File: config.mk
export PLATFORM = sky130hd
export DESIGN_NAME = routerOutputPort
export DESIGN_NICKNAME = d
export VERILOG_FILES = /design/src/design/nocPkg.sv /design/src/design/packetTimer.sv /design/src/design/portArbiter.sv /design/src/design/outputMux.sv /design/src/design/routerOutputPort.sv
export SDC_FILE = /design/constraint.sdc
export NUM_CORES = 1
export LEC_CHECK = 0
export ABC_AREA = 1
export BUFFER_PORTS_ARGS = -buffer_cell sky130_fd_sc_hd__buf_2
export CAP_MARGIN = 20
export CORE_ASPECT_RATIO = 1.75
export CORE_UTILIZATION = 56
export DETAILED_ROUTE_END_ITERATION = 7
export GPL_TIMING_DRIVEN = 0
export MAX_ROUTING_LAYER = met4
export PLACE_DENSITY = 0.87
export SETUP_SLACK_MARGIN = 0.3
export SLEW_MARGIN = 40
export SYNTH_ARGS = -nofsm -noshare
export SYNTH_HDL_FRONTEND = slang
export SYNTH_SLANG_ARGS = --single-unit
File: constraint.sdc
create_clock -name clk -period 6.2 [get_ports clk]
set_input_delay 0 -clock clk [delete_from_list [all_inputs] [get_ports clk]]
set_output_delay 0 -clock clk [all_outputs]
set_load 0.05 [all_outputs]
File: src/design/nocPkg.sv
`default_nettype none

package nocPkg;

  // ~~~~~~~~~~~~~~~~~~~~~~~~~~~~~~~~~~~~~~~~~~~~~~~~~~~~~~~~~~~~
  // Flit format.
  // ~~~~~~~~~~~~~~~~~~~~~~~~~~~~~~~~~~~~~~~~~~~~~~~~~~~~~~~~~~~~

  localparam int LEN_W = 12;
  localparam int FLIT_DATA_W = 32;
  localparam int NUM_PORTS = 5;

  typedef enum logic [2:0] {
    FLIT_IDLE = 3'd0,
    FLIT_HEAD = 3'd1,
    FLIT_BODY = 3'd2,
    FLIT_TAIL = 3'd3
  } flitKindT;

  // The length field is only meaningful when kind is FLIT_HEAD.
  typedef struct packed {
    flitKindT               kind;
    logic [LEN_W-1:0]       length;
    logic [FLIT_DATA_W-1:0] data;
  } flitT;

  // ~~~~~~~~~~~~~~~~~~~~~~~~~~~~~~~~~~~~~~~~~~~~~~~~~~~~~~~~~~~~
  // Ports and grant encoding.
  // ~~~~~~~~~~~~~~~~~~~~~~~~~~~~~~~~~~~~~~~~~~~~~~~~~~~~~~~~~~~~

  typedef enum logic [2:0] {
    PORT_L = 3'd0,
    PORT_N = 3'd1,
    PORT_E = 3'd2,
    PORT_W = 3'd3,
    PORT_S = 3'd4
  } portIdxT;

  // Bit 0 is idle, bits 1 to 5 grant L, N, E, W and S.
  typedef logic [NUM_PORTS:0] grantT;

  localparam grantT GRANT_IDLE = 6'b00_0001;

  // One-hot grant state for a given port.
  function automatic grantT portGrant(input portIdxT port);
    grantT oneHot;
    oneHot = '0;
    oneHot[int'(port) + 1] = 1'b1;
    return oneHot;
  endfunction

  // The port that follows in rotation, wrapping from S back to L.
  function automatic portIdxT nextPort(input portIdxT port);
    portIdxT follow;
    if (port == PORT_S)
      follow = PORT_L;
    else
      follow = portIdxT'(int'(port) + 1);
    return follow;
  endfunction

endpackage

`default_nettype wire

File: src/design/packetTimer.sv
`timescale 1ns/1ps
`default_nettype none

module packetTimer
  import nocPkg::*;
(
  input  wire logic clk,
  input  wire logic rst,
  input  wire flitT inFlit,
  input  wire logic run,
  output logic      timesUp
);

  logic [LEN_W-1:0] limit;
  logic [LEN_W-1:0] count;

  // The limit follows every head flit on this input, requesting or not.
  always_ff @(posedge clk)
  begin
    if (rst)
    begin
      limit <= '0;
    end
    else if (inFlit.kind == FLIT_HEAD)
    begin
      limit <= inFlit.length;
    end
  end

  // Counting restarts at zero whenever the port is not holding the grant.
  always_ff @(posedge clk)
  begin
    if (rst)
    begin
      count <= '0;
    end
    else if (run)
    begin
      count <= count + 1'b1;
    end
    else
    begin
      count <= '0;
    end
  end

  assign timesUp = (count == limit);

endmodule

`default_nettype wire

File: src/design/portArbiter.sv
`timescale 1ns/1ps
`default_nettype none

module portArbiter
  import nocPkg::*;
(
  input  wire logic                 clk,
  input  wire logic                 rst,
  input  wire logic [NUM_PORTS-1:0] req,
  input  wire flitT [NUM_PORTS-1:0] inFlit,
  output grantT                     grant
);

  logic [NUM_PORTS-1:0] run;
  logic [NUM_PORTS-1:0] timesUp;

  grantT   nextGrant;
  portIdxT holder;
  logic    holdValid;
  logic    keepGrant;

  // ~~~~~~~~~~~~~~~~~~~~~~~~~~~~~~~~~~~~~~~~~~~~~~~~~~~~~~~~~~~~
  // Per-port packet timers.
  // ~~~~~~~~~~~~~~~~~~~~~~~~~~~~~~~~~~~~~~~~~~~~~~~~~~~~~~~~~~~~

  for (genvar p = int'(PORT_L); p <= int'(PORT_S); p++)
  begin : genTimer
    packetTimer timer (
      .clk     (clk),
      .rst     (rst),
      .inFlit  (inFlit[p]),
      .run     (run[p]),
      .timesUp (timesUp[p])
    );
  end

  // ~~~~~~~~~~~~~~~~~~~~~~~~~~~~~~~~~~~~~~~~~~~~~~~~~~~~~~~~~~~~
  // Rotating priority search.
  // ~~~~~~~~~~~~~~~~~~~~~~~~~~~~~~~~~~~~~~~~~~~~~~~~~~~~~~~~~~~~

  // Scan the five ports starting at first. The scan runs backwards so the
  // candidate closest to first is the one left standing.
  function automatic grantT pickFrom(
    input portIdxT              first,
    input logic [NUM_PORTS-1:0] reqs
  );
    int    idx;
    grantT pick;
    pick = GRANT_IDLE;
    for (int k = NUM_PORTS - 1; k >= 0; k--)
    begin
      idx = (int'(first) + k) % NUM_PORTS;
      if (reqs[idx])
      begin
        pick = portGrant(portIdxT'(idx));
      end
    end
    return pick;
  endfunction

  // ~~~~~~~~~~~~~~~~~~~~~~~~~~~~~~~~~~~~~~~~~~~~~~~~~~~~~~~~~~~~
  // Next-state logic.
  // ~~~~~~~~~~~~~~~~~~~~~~~~~~~~~~~~~~~~~~~~~~~~~~~~~~~~~~~~~~~~

  // Find which port, if any, owns the current one-hot state.
  always_comb
  begin
    holdValid = 1'b0;
    holder = PORT_L;
    for (int p = int'(PORT_L); p <= int'(PORT_S); p++)
    begin
      if (grant == portGrant(portIdxT'(p)))
      begin
        holdValid = 1'b1;
        holder = portIdxT'(p);
      end
    end
  end

  // The holder keeps the output while it asks and its time is not spent.
  assign keepGrant = holdValid && req[holder] && !timesUp[holder];

  always_comb
  begin
    run = '0;
    if (grant == GRANT_IDLE)
    begin
      // Fixed order L, N, E, W, S from idle.
      nextGrant = pickFrom(PORT_L, req);
    end
    else if (!holdValid)
    begin
      // Not one-hot, so fall back to idle.
      nextGrant = GRANT_IDLE;
    end
    else if (keepGrant)
    begin
      run[holder] = 1'b1;
      nextGrant = grant;
    end
    else
    begin
      // The holder itself is the last port in the scan, so a lone requester
      // is granted again without passing through idle.
      nextGrant = pickFrom(nextPort(holder), req);
    end
  end

  // ~~~~~~~~~~~~~~~~~~~~~~~~~~~~~~~~~~~~~~~~~~~~~~~~~~~~~~~~~~~~
  // State register.
  // ~~~~~~~~~~~~~~~~~~~~~~~~~~~~~~~~~~~~~~~~~~~~~~~~~~~~~~~~~~~~

  always_ff @(posedge clk)
  begin
    if (rst)
    begin
      grant <= GRANT_IDLE;
    end
    else
    begin
      grant <= nextGrant;
    end
  end

endmodule

`default_nettype wire

File: src/design/outputMux.sv
`timescale 1ns/1ps
`default_nettype none

module outputMux
  import nocPkg::*;
#(
  parameter int DATA_W = 32
)
(
  input  wire logic                 clk,
  input  wire logic                 rst,
  input  wire grantT                grant,
  input  wire flitT [NUM_PORTS-1:0] inFlit,
  output flitT                      outFlit,
  output logic                      outValid
);

  localparam logic [DATA_W-1:0] ZERO_DATA = '0;

  flitT selFlit;
  logic selValid;

  // One-hot select. Idle, or a state with no port bit, yields the zero flit.
  always_comb
  begin
    selFlit.kind = FLIT_IDLE;
    selFlit.length = '0;
    selFlit.data = ZERO_DATA;
    selValid = 1'b0;
    for (int p = int'(PORT_L); p <= int'(PORT_S); p++)
    begin
      if (grant[p + 1])
      begin
        selFlit = inFlit[p];
        selValid = 1'b1;
      end
    end
  end

  // Output stage, one cycle behind the grant.
  always_ff @(posedge clk)
  begin
    if (rst)
    begin
      outFlit <= '0;
      outValid <= 1'b0;
    end
    else
    begin
      outFlit <= selFlit;
      outValid <= selValid;
    end
  end

endmodule

`default_nettype wire

File: src/design/routerOutputPort.sv
`timescale 1ns/1ps
`default_nettype none

module routerOutputPort
  import nocPkg::*;
#(
  parameter int DATA_W = 32
)
(
  input  wire logic                 clk,
  input  wire logic                 rst,
  input  wire logic [NUM_PORTS-1:0] req,
  input  wire flitT [NUM_PORTS-1:0] inFlit,
  output grantT                     grant,
  output flitT                      outFlit,
  output logic                      outValid
);

  // ~~~~~~~~~~~~~~~~~~~~~~~~~~~~~~~~~~~~~~~~~~~~~~~~~~~~~~~~~~~~
  // Arbitration. The grant is also a top-level output.
  // ~~~~~~~~~~~~~~~~~~~~~~~~~~~~~~~~~~~~~~~~~~~~~~~~~~~~~~~~~~~~

  portArbiter arbiter (
    .clk    (clk),
    .rst    (rst),
    .req    (req),
    .inFlit (inFlit),
    .grant  (grant)
  );

  // ~~~~~~~~~~~~~~~~~~~~~~~~~~~~~~~~~~~~~~~~~~~~~~~~~~~~~~~~~~~~
  // Flit forwarding.
  // ~~~~~~~~~~~~~~~~~~~~~~~~~~~~~~~~~~~~~~~~~~~~~~~~~~~~~~~~~~~~

  outputMux #(
    .DATA_W (DATA_W)
  ) mux (
    .clk      (clk),
    .rst      (rst),
    .grant    (grant),
    .inFlit   (inFlit),
    .outFlit  (outFlit),
    .outValid (outValid)
  );

endmodule

`default_nettype wire

==> results of run 1 <==
==> power by group through the flow <==
| stage | clock [mW] | combinational [mW] | sequential [mW] |
|---|---|---|---|
| 3_5_place_dp | 0 | 1.90 | 1.37 |
| 5_1_grt | 1.15 | 2.33 | 1.37 |
| 3_3_place_gp | 0 | 1.89 | 1.37 |
| 4_1_cts | 1.10 | 2.11 | 1.35 |
| 6_report | 1.11 | 2.23 | 1.36 |
| 2_1_floorplan | 0 | 0.867 | 1.80 |
==> per-layer routing <==
metal  part of all wire, %  track usage [%]  wire length, um  vias up
li1                      -                -                -     5109
met1                    32             51.0            13500     5278
met2                    45             78.0            19200     1009
met3                    12             13.5             5270      321
met4                    10             42.2             4270        0
met5                     0                -                0        -
==> flip-flops by register name (all words and copies together), names as in the netlist <==
signal,cells
arbiter.genTimer.timer.count,60
arbiter.genTimer.timer.limit,60
arbiter.grant,6
mux.outFlit,47
mux.outValid,1
==> worst max-delay path, delay by kind of cell, from the launching register on <==
family | cells | cell delay [ns]
compound gates | 1 | 0.27
buf+inv | 5 | 2.49
flops | 1 | 0.49
simple gates | 2 | 0.35
==> logic make-up (layout without fill, tap and decap cells) <==
family,count (synthesis),count (layout)
simple gates,560,560
buf+inv,205,662
xor+xnor,100,100
fa+ha+maj,7,7
flops,174,174
compound gates,241,241
other cells,0,4
==> per-stage QoR <==
stage / cell area (sq um) / setup slack (ns) / cells / power (mW) / utilization (%)
3_5_place_dp: 11100 / 3.10 / 1806 / 3.28 / 68.1
6_report: 13100 / 2.55 / 1972 / 4.70 / 79.8
5_1_grt: 13100 / 2.60 / 1972 / 4.85 / 79.8
2_1_floorplan: 9380 / 3.46 / 1287 / 2.66 / -
3_3_place_gp: 11100 / 3.11 / 1805 / 3.27 / 68.0
4_1_cts: 13100 / 2.85 / 1968 / 4.56 / 79.8
==> cell usage after synthesis, drive strengths merged (2+ instances only) <==
master and count:
ha 7, nand3 114, xnor2 32, nand2 289, xor2 68, a21oi 110, and3 2, clkbuf 47
nor3 10, o21ai 60, a31oi 21, nor4 11, o211ai 4, o22ai 4, a22o 36, dfxtp 174
nand4 23, buf 16, nor2 104, o21bai 2, nand3b 3, inv 142, nor3b 2
==> layout make-up <==
type	instances	area, sq um
fillers	1104	3300
well taps	224	280
diodes	4	10.0
flip-flops and latches	174	3480
multi-input cells	908	5090
repair buffers	426	2790
inverters	142	533
clock buffers	17	425
plain buffers	63	279
clock inverters	14	171
==> final timing paths <==
path                                           start                                 end  slack [ns]  depth (start not counted)
hold reg to reg   arbiter.genTimer[0].timer.limit[8]  arbiter.genTimer[0].timer.limit[8]        0.46                          2
setup / recovery                    arbiter.grant[4]                     mux.outFlit[42]        2.55                          8
setup reg to reg                    arbiter.grant[4]                     mux.outFlit[42]        2.55                          8
hold / removal                           inFlit[164]                     mux.outFlit[23]       0.001                          4
==> timing repair <==
item	CTS	global route
hold buffers	131	0
endpoints found under the hold margin	106	0
setup buffers	0	0
gates resized for setup	0	0
==> metrics.yaml, run 1 <==
skew_ns: 0.0150
critical_path.max_fanout: 10
clock_latency_ns: 0.45
gp_congestion: 1.07
grt.overflow.total: 0
synth_compound_area_share_pct: 15.0
antenna_found_initial: 3
synth_warnings: 0
nets: 1981
p_comb_share_pct: 47.4
pwr_density_cell_nw_per_um2: 360
syn2layout_area_growth_pct: 39.2
ctsHtreeMaxLevel: 4
detail_route.wirelength_um: 42300
required_ns: 6.58
whs_ns: 0.00130
hold_path_class: "in2reg"
synth_top_cell_area_share_pct: 37.1
final_common_cell: "buf_2"
synth_cell_types: 42
finalCriticalPeriod_ns: 3.65
avgSynthCellArea_sq_um: 7.29
start_kind: "register"
internal-power_mw: 2.53
drc: 0
crit_type: "reg2reg"
wl_per_cell_um: 21.4
synthSimpleGateAreaFrac_pct: 29.0
grt_use_total_pct: 49.8
p_leak_nw: 5.94
firstDrtPassIters: 7
p_clk_share_pct: 23.6
rsz0062_at_grt: "no"
max_freq_ghz: 0.274
yosys_most_used_dff: "dfxtp_1"
worst_pin_slew_ns: 0.824
drt-vias-per-instance: 5.94
die_w_um: 99.9
critPathMostFrequentCell: "clkbuf_1"
final_antenna_net_count: 0
die_y_um: 173
slowest_stage: "clkbuf_1"
grt_pass1_wl_um: 62600
pwr-share-seq_pct: 29.0
clk_pin_slew_ns: 0.08
cts_root_buf: "clkbuf_16"
dp_hpwl_um: 29700
p_sw_mw: 2.17
fp-row-count: 62
num_vias: 11700
synth_area_sq_um: 9380
cp_cell_sequence: "inv_1 > nor2_2 > clkbuf_1 > clkbuf_1 > clkbuf_1 > nand2_1 > a31oi_1 > dlygate4sd3_1"
grt_max_degree: 19
dieArea_sq_um: 17300
slew_headroom_pct: 45.1
synth_edf_count: 0
synthArstFlopShare_pct: 0
io_pins: 296
synth_xor_area_share_pct: 9.33
hold_viol: 0
ys_seq_area_share_pct: 37.1
maxCapViolCount: 0
io_buffers: 294
end_kind: "register"
start_util_pct: 57.3
synthAdderAreaFrac_pct: 0.933
yosysTopAreaCell: "dfxtp_1"
fp.coreArea_sq_um: 16400
max_stage_delay_ns: 0.65
first_global_vias: 11800
setup_violations: 0
drv_slew: 0
drt_iter0_drc: 1173
synth_top_family_by_area: "simple AND/OR/NAND/NOR gates"
switching_share_pct: 46.1
clock_path_buffers: 2
synth_mux_area_share_pct: 0
irDropWorstVdd_mv: 0.311
drive_gt1_share_pct: 23.7
ys_seq_elements: 174
run_status: "finished clean"
clock-sinks: 174
cts_tree: "built"
syn-num-nets: 1536
fin_setup_tns_ns: 0
worst_ep_arrival_time_ns: 4.03
synthTopCellsByArea: "dfxtp_1, nand2_1, xor2_1"
synthCells: 1287
final_cell_mix: "buf_2, nand2_1, dfxtp_1"
min_period_over_period_pct: 58.8
cts-buffers-inserted: 17
(Power assumes the default switching activity.)
==> inputs of run 2 (changes only) <==
Settings changed: ABC_AREA 1 to 0, CORE_UTILIZATION 56 to 47, PLACE_DENSITY 0.87 to 0.78.
Clock period 6.2 ns to 3 ns, I/O delays scaled along.
==> run 2 against run 1 <==
  * Sequential share of layout area shrank 1.1 points
  * Cell count shrank 5.7%
  * First-iteration DRC count shrank 13%
  * Area after synthesis shrank 2.9%
  * Global-route usage shrank 10 points
  * Combinational power grew 60%
  * Sequential power grew 93%
  * Critical endpoint is now arbiter.grant[4]
==> metrics.yaml, run 2 <==
run_status: "finished clean"
nets: 1852  # -6.5%
drc: 0  # unchanged
required_ns: 3.34  # -3.24 ns
rsz0062_at_grt: "yes"
start_kind: "register"
syn-num-nets: 1345  # -12%
clock-sinks: 174  # unchanged
synthAdderAreaFrac_pct: 0.961  # +0.027 points
pre_cts_ws_ns: -0.116  # -3.22 ns
cts_root_buf: "clkbuf_16"
synth.most_common_cell: "nor2_1"
holdPathEnd: "mux.outFlit[16]"
crit_type: "reg2reg"
top_regs: "arbiter.genTimer.timer.count: 60 flops, arbiter.genTimer.timer.limit: 60 flops, mux.outFlit: 47 flops"
synth_mux_area_share_pct: 7.26  # +7.3 points
io_buffers: 294  # unchanged
synth_compound_area_share_pct: 16.4  # +1.5 points
yosys_most_used_dff: "dfxtp_1"
multi_input_area_sq_um: 5440  # +7.0%
rrSetupSlack_ns: 0.27  # -2.28 ns
firstDrtPassIters: 6  # -1
fp-row-count: 67  # +8.1%
max_freq_ghz: 0.367  # +34%
path_buf_inv: 4  # -1
synth_warnings: 0  # unchanged
clock_latency_ns: 0.45  # about the same
reg2reg_from: "arbiter.grant[5]"
min_period_over_period_pct: 90.9  # +32 points
drt-vias-per-instance: 5.90  # -0.67%
num_vias: 11000  # -6.3%
slowest_stage: "dfxtp_4"
synthArstFlopShare_pct: 0  # unchanged
ctsHtreeMaxLevel: 4  # unchanged
die_y_um: 186  # +7.5%
synthCells: 1096  # -15%
synthSimpleGateAreaFrac_pct: 22.0  # -7.0 points
instances_no_fill: 1860  # -5.7%
hold_depth: 5  # +1
synth_xor_area_share_pct: 11.0  # +1.6 points
syn2layout_area_growth_pct: 50.0
slew_headroom_pct: 49.3  # +4.2 points
synthTopCellsByArea: "dfxtp_1, nor2_1, xor2_1"
worst_pin_slew_ns: 0.761  # -0.0626 ns
stdcell_area_sq_um: 13700  # +4.6%
p_leak_nw: 6.12  # +3.1%
finalCriticalPeriod_ns: 2.73  # -0.920 ns
hold_path_class: "in2reg"
grt_use_total_pct: 39.4  # -10 points
avgSynthCellArea_sq_um: 8.32  # +14%
cts_tree: "built"
hold_viol: 0  # unchanged
critical_path.max_fanout: 7  # -3
grt_max_degree: 17  # -2
end_kind: "register"
final_antenna_net_count: 0  # unchanged
grt_pass1_wl_um: 57200  # -8.6%
dieArea_sq_um: 20000  # +15%
skew_ns: 0.0123  # -0.00277 ns
max_stage_delay_ns: 0.35  # -0.30 ns
synth_top_cell_area_share_pct: 38.2  # +1.1 points
drt_iter0_drc: 1017  # -13%
n_fill_cell: 1431  # +30%
clk_pin_slew_ns: 0.07  # about the same
irDropWorstVdd_mv: 0.449  # +44%
start_util_pct: 47.7  # -9.6 points
fp.coreArea_sq_um: 19100  # +17%
grt.overflow.total: 0  # unchanged
synth_cell_types: 63  # +50%
ys_seq_area_share_pct: 38.2  # +1.1 points
drv_slew: 0  # unchanged
regArea_sq_um: 3500  # +0.43%
maxCapViolCount: 0  # unchanged
io_pins: 296  # unchanged
cp_cell_sequence: "buf_12 > nor4_4 > and2_4 > buf_6 > nor2_4 > ha_4 > buf_8 > nand2_4 > o21ai_2 > o21ai_2 > buf_4 > o21ai_4 > a21oi_1 > o2111a_1 > a22o_1"
synth_top_family_by_area: "simple AND/OR/NAND/NOR gates"
gp_congestion: 1.01  # -5.7%
critPathMostFrequentCell: "o21ai_2"
clock_path_buffers: 2  # unchanged
pwr_density_cell_nw_per_um2: 625  # +74%
reg2reg_to: "arbiter.grant[4]"
final_cell_mix: "buf_2, nor2_1, dfxtp_1"
dp_cells: 1631  # -9.7%
setup_violations: 0  # unchanged
detail_route.wirelength_um: 39300  # -7.0%
die_w_um: 107  # +7.4%
cp_top_family: "compound AO/OA/AOI/OAI gates"
worst-r2r-cell-count: 15  # +7
fin_ws_ns: 0.274  # -2.28 ns
final_common_cell: "buf_2"
ys_seq_elements: 174  # unchanged
synth_commonest_cells: "nor2_1, dfxtp_1, xor2_1"
dpl-instance-area_sq_um: 10900  # -1.9%
dp_hpwl_um: 27200  # -8.7%
fin_setup_tns_ns: 0  # unchanged
wl_per_cell_um: 21.1  # -1.4%
cts-buffers-inserted: 17  # unchanged
synth_area_sq_um: 9110  # -2.9%
first_global_vias: 10700  # -9.0%
drive_gt1_share_pct: 27.4  # +3.6 points
antenna_found_initial: 3  # unchanged
synth_edf_count: 0  # unchanged
hold_start: "inFlit[110]"
yosysTopAreaCell: "dfxtp_1"
worst_ep_arrival_time_ns: 3.07  # -0.96 ns
-- run 2: changes by cell type after synthesis, moves of 47 or more --
cell | before | now
a21oi_1 | 110 | 56
inv_1 | 139 | 16
mux2i_1 | 0 | 65
nand2_1 | 279 | 21
nand3_1 | 108 | 41
nor2_1 | 49 | 272
o21ai_0 | 58 | 11
-- run 2: repair_timing --
action / 4_1_cts / 5_1_grt
gates resized for setup: 23 / 52
pin swaps: 14 / 19
endpoints found under the setup margin: 62 / 74
setup buffers: 17 / 17
hold endpoints to repair: 108 / 0
gates cloned: 1 / 0
hold buffers: 159 / 0
-- run 2: layout make-up --
class | count | area share, %
Multi-Input combinational cell | 835 | 39.8
Sequential cell | 174 | 25.6
Timing Repair Buffer | 487 | 24.5
Clock buffer | 19 | 3.24
Buffer | 72 | 2.87
Tap cell | 241 | 2.21
Clock inverter | 13 | 1.33
Inverter | 16 | 0.439
Antenna cell | 3 | 0.0549
-- run 2: cells by family after synthesis --
family / after synthesis
flops: 174
mux: 66
xor+xnor: 114
fa+ha+maj: 7
simple gates: 440
buf+inv: 88
compound gates: 207
-- run 2: how the worst max path moves through the flow --
stage	from	to	slack (ns)	cells after the start
2_1_floorplan	arbiter.grant[5]	arbiter.grant[4]	0.21	14
3_3_place_gp	arbiter.grant[3]	arbiter.grant[4]	-0.15	14
3_5_place_dp	arbiter.grant[3]	arbiter.grant[4]	-0.12	14
4_1_cts	arbiter.grant[0]	arbiter.grant[4]	0.29	14
5_1_grt	arbiter.grant[5]	arbiter.grant[4]	0.15	15
6_report	arbiter.grant[5]	arbiter.grant[4]	0.27	15
-- run 2: stage by stage --
stage / hold WS, ns / total power, mW / utilization (%)
floorplan: 0.144 / 4.68 / -
global placement: 0.245 / 5.55 / 57.2
global route: 0.0357 / 8.83 / 71.5
finish: 0.00938 / 8.54 / 71.5
CTS: 0.00886 / 8.22 / 70.1
detailed placement: 0.256 / 5.57 / 57.2
-- run 2: where the power goes --
part           internal (mW)  total [mW]  switching (mW)
clock network           1.35        2.36            1.01
registers               2.52        2.62          0.0945
logic                   1.29        3.56            2.27
total                   5.16        8.54            3.38
-- run 2: worst reg2reg max path, cell delays in order (launching register included) --
cell      delay, ns
dfxtp_4        0.35
buf_12         0.13
nor4_4         0.30
and2_4         0.20
buf_6          0.11
nor2_4         0.04
ha_4           0.26
buf_8          0.13
nand2_4        0.05
o21ai_2        0.06
o21ai_2        0.10
buf_4          0.17
o21ai_4        0.18
a21oi_1        0.09
o2111a_1       0.24
a22o_1         0.22
-- run 2: per-layer routing --
| layer | vias up | wire length (um) | track usage, % |
|---|---|---|---|
| met5 | - | 0 | - |
| met4 | 0 | 2550 | 23.8 |
| met3 | 220 | 3670 | 9.06 |
| met2 | 747 | 19500 | 67.1 |
| met1 | 5123 | 13600 | 41.2 |
| li1 | 4888 | - | - |
==> inputs of run 3 (changes only) <==
Settings changed: CORE_ASPECT_RATIO 1.75 to 0.6.
==> run 3 against run 2 <==
  * Clock-buffer cell count is 2 lower
  * Core utilization is 0.68 points lower
  * Cell count is 0.65% lower
  * Critical path type unchanged
  * Sequential power hardly changed
  * Power is 0.21% higher
  * Die area hardly changed
  * Non-clock buffer count is 15 lower
  * Sequential cell count stayed put
  * Combinational power is 2% higher
  * Highest routed layer unchanged
  * Sequential share of layout area is 0.36 points higher
==> metrics.yaml, run 3 (synthesized netlist as in run 2, its figures left out) <==
fin_setup_tns_ns: 0  # unchanged
cts_tree: "built"
instances_no_fill: 1848  # -0.65%
firstDrtPassIters: 6  # unchanged
slew_headroom_pct: 47.4  # -1.9 points
final_cell_mix: "buf_2, nor2_1, dfxtp_1"
maxCapViolCount: 0  # unchanged
io_buffers: 294  # unchanged
detail_route.wirelength_um: 40100  # +2.0%
run_status: "finished clean"
die_y_um: 110  # -41%
dieArea_sq_um: 20000  # about the same
setup_violations: 0  # unchanged
drc: 0  # unchanged
fp.coreArea_sq_um: 19000  # -0.43%
hold_path_class: "in2reg"
grt_use_total_pct: 39.8  # +0.37 points
end_kind: "register"
hold_viol: 0  # unchanged
num_vias: 11100  # +1.1%
grt_pass1_wl_um: 57700  # +0.93%
io_pins: 296  # unchanged
final_common_cell: "buf_2"
drt-vias-per-instance: 6.01  # +1.8%
critical_path.max_fanout: 10  # +3
rrSetupSlack_ns: 0.08  # -0.19 ns
dpl-instance-area_sq_um: 10900  # about the same
clock-sinks: 174  # unchanged
start_kind: "register"
min_period_over_period_pct: 97.2  # +6.3 points
cts-buffers-inserted: 17  # unchanged
max_freq_ghz: 0.343  # -6.5%
antenna_found_initial: 1  # -2
final_antenna_net_count: 0  # unchanged
start_util_pct: 47.9  # +0.21 points
n_fill_cell: 1440  # +0.63%
dp_cells: 1636  # +0.31%
pwr_density_cell_nw_per_um2: 635  # +1.6%
syn2layout_area_growth_pct: 47.9
ctsHtreeMaxLevel: 4  # unchanged
clock_path_buffers: 2  # unchanged
fp-row-count: 39  # -42%
dp_hpwl_um: 26900  # -0.76%
skew_ns: 0.0107  # -0.00158 ns
wl_per_cell_um: 21.7  # +2.6%
grt.overflow.total: 0  # unchanged
gp_congestion: 1.00  # -0.77%
rsz0062_at_grt: "yes"
worst_pin_slew_ns: 0.790  # +0.0286 ns
irDropWorstVdd_mv: 0.426  # -5.0%
crit_type: "reg2reg"
drt_iter0_drc: 1539  # +51%
worst_ep_arrival_time_ns: 3.26  # +0.19 ns
required_ns: 3.35  # about the same
p_leak_nw: 6.07  # -0.86%
grt_max_degree: 21  # +4
drive_gt1_share_pct: 27.4  # +0.069 points
fin_total_pwr_mw: 8.55  # +0.21%
top_regs: "arbiter.genTimer.timer.count: 60 flops, arbiter.genTimer.timer.limit: 60 flops, mux.outFlit: 47 flops"
clock_latency_ns: 0.46  # about the same
finalCriticalPeriod_ns: 2.92  # +0.190 ns
die_w_um: 182  # +69%
drv_slew: 0  # unchanged
cts_root_buf: "clkbuf_16"
first_global_vias: 10400  # -3.1%
stdcell_area_sq_um: 13500  # -1.4%
clk_pin_slew_ns: 0.08  # about the same
nets: 1837  # -0.81%
[run 3: final timing paths]
kind / depth (start not counted) / end / from
max: 14 / arbiter.grant[4] / arbiter.grant[0]
min: 5 / mux.outFlit[29] / inFlit[123]
max reg2reg: 14 / arbiter.grant[4] / arbiter.grant[0]
min reg2reg: 1 / arbiter.genTimer[2].timer.count[0] / arbiter.genTimer[2].timer.count[0]
[run 3: per-stage QoR]
| step | hold WS, ns | util [%] | worst slack (ns) |
|---|---|---|---|
| after floorplan | 0.144 | - | 0.209 |
| after global routing | 0.00954 | 70.8 | 0.000385 |
| after detailed placement | 0.254 | 57.5 | -0.235 |
| after global placement | 0.243 | 57.5 | -0.273 |
| final | 0.00186 | 70.8 | 0.0839 |
| after CTS | 0.00294 | 69.9 | 0.179 |
[run 3: cell type report]
type,instances,area (sq um),share of cell area [%]
inverters,16,60.1,0.446
clock inverters,15,179,1.33
repair buffers,472,3210,23.8
diodes,1,2.50,0.0186
multi-input cells,835,5410,40.1
clock buffers,17,425,3.16
plain buffers,72,387,2.87
well taps,246,308,2.28
flip-flops and latches,174,3500,26.0
[run 3: what timing repair did]
action | in CTS | in global routing
hold endpoints to repair | 109 | 0
pin swaps | 19 | 17
cloned | 1 | 1
endpoints found under the setup margin | 64 | 81
setup buffers | 15 | 9
hold buffers | 152 | 0
resized for setup | 29 | 37
[run 3: worst max-delay path, stage by stage, from the launching register on]
cell	delay (ns)
dfxtp_4	0.36
buf_12	0.14
nor2_1	0.19
nand4_1	0.23
inv_1	0.17
buf_6	0.18
ha_4	0.22
buf_8	0.13
nand2_2	0.06
o21ai_2	0.05
o21ai_2	0.25
o21ai_4	0.13
or2_4	0.25
a211o_1	0.22
a22o_1	0.22
[run 3: layer usage]
layer / share of wire [%] / wire length, um / global-route usage, % / vias to the layer above
met5: 0 / 0 / - / -
met4: 4.3 / 1710 / 17.2 / 0
met3: 13 / 5150 / 13.0 / 214
met2: 44 / 17500 / 59.1 / 913
met1: 39 / 15700 / 49.6 / 5112
li1: - / - / - / 4860
[run 3: where the power goes]
group          internal (mW)  total (mW)  switching, mW
logic                   1.29        3.62           2.33
clock network           1.15        2.31           1.17
registers               2.52        2.62          0.101
total                   4.95        8.55           3.60
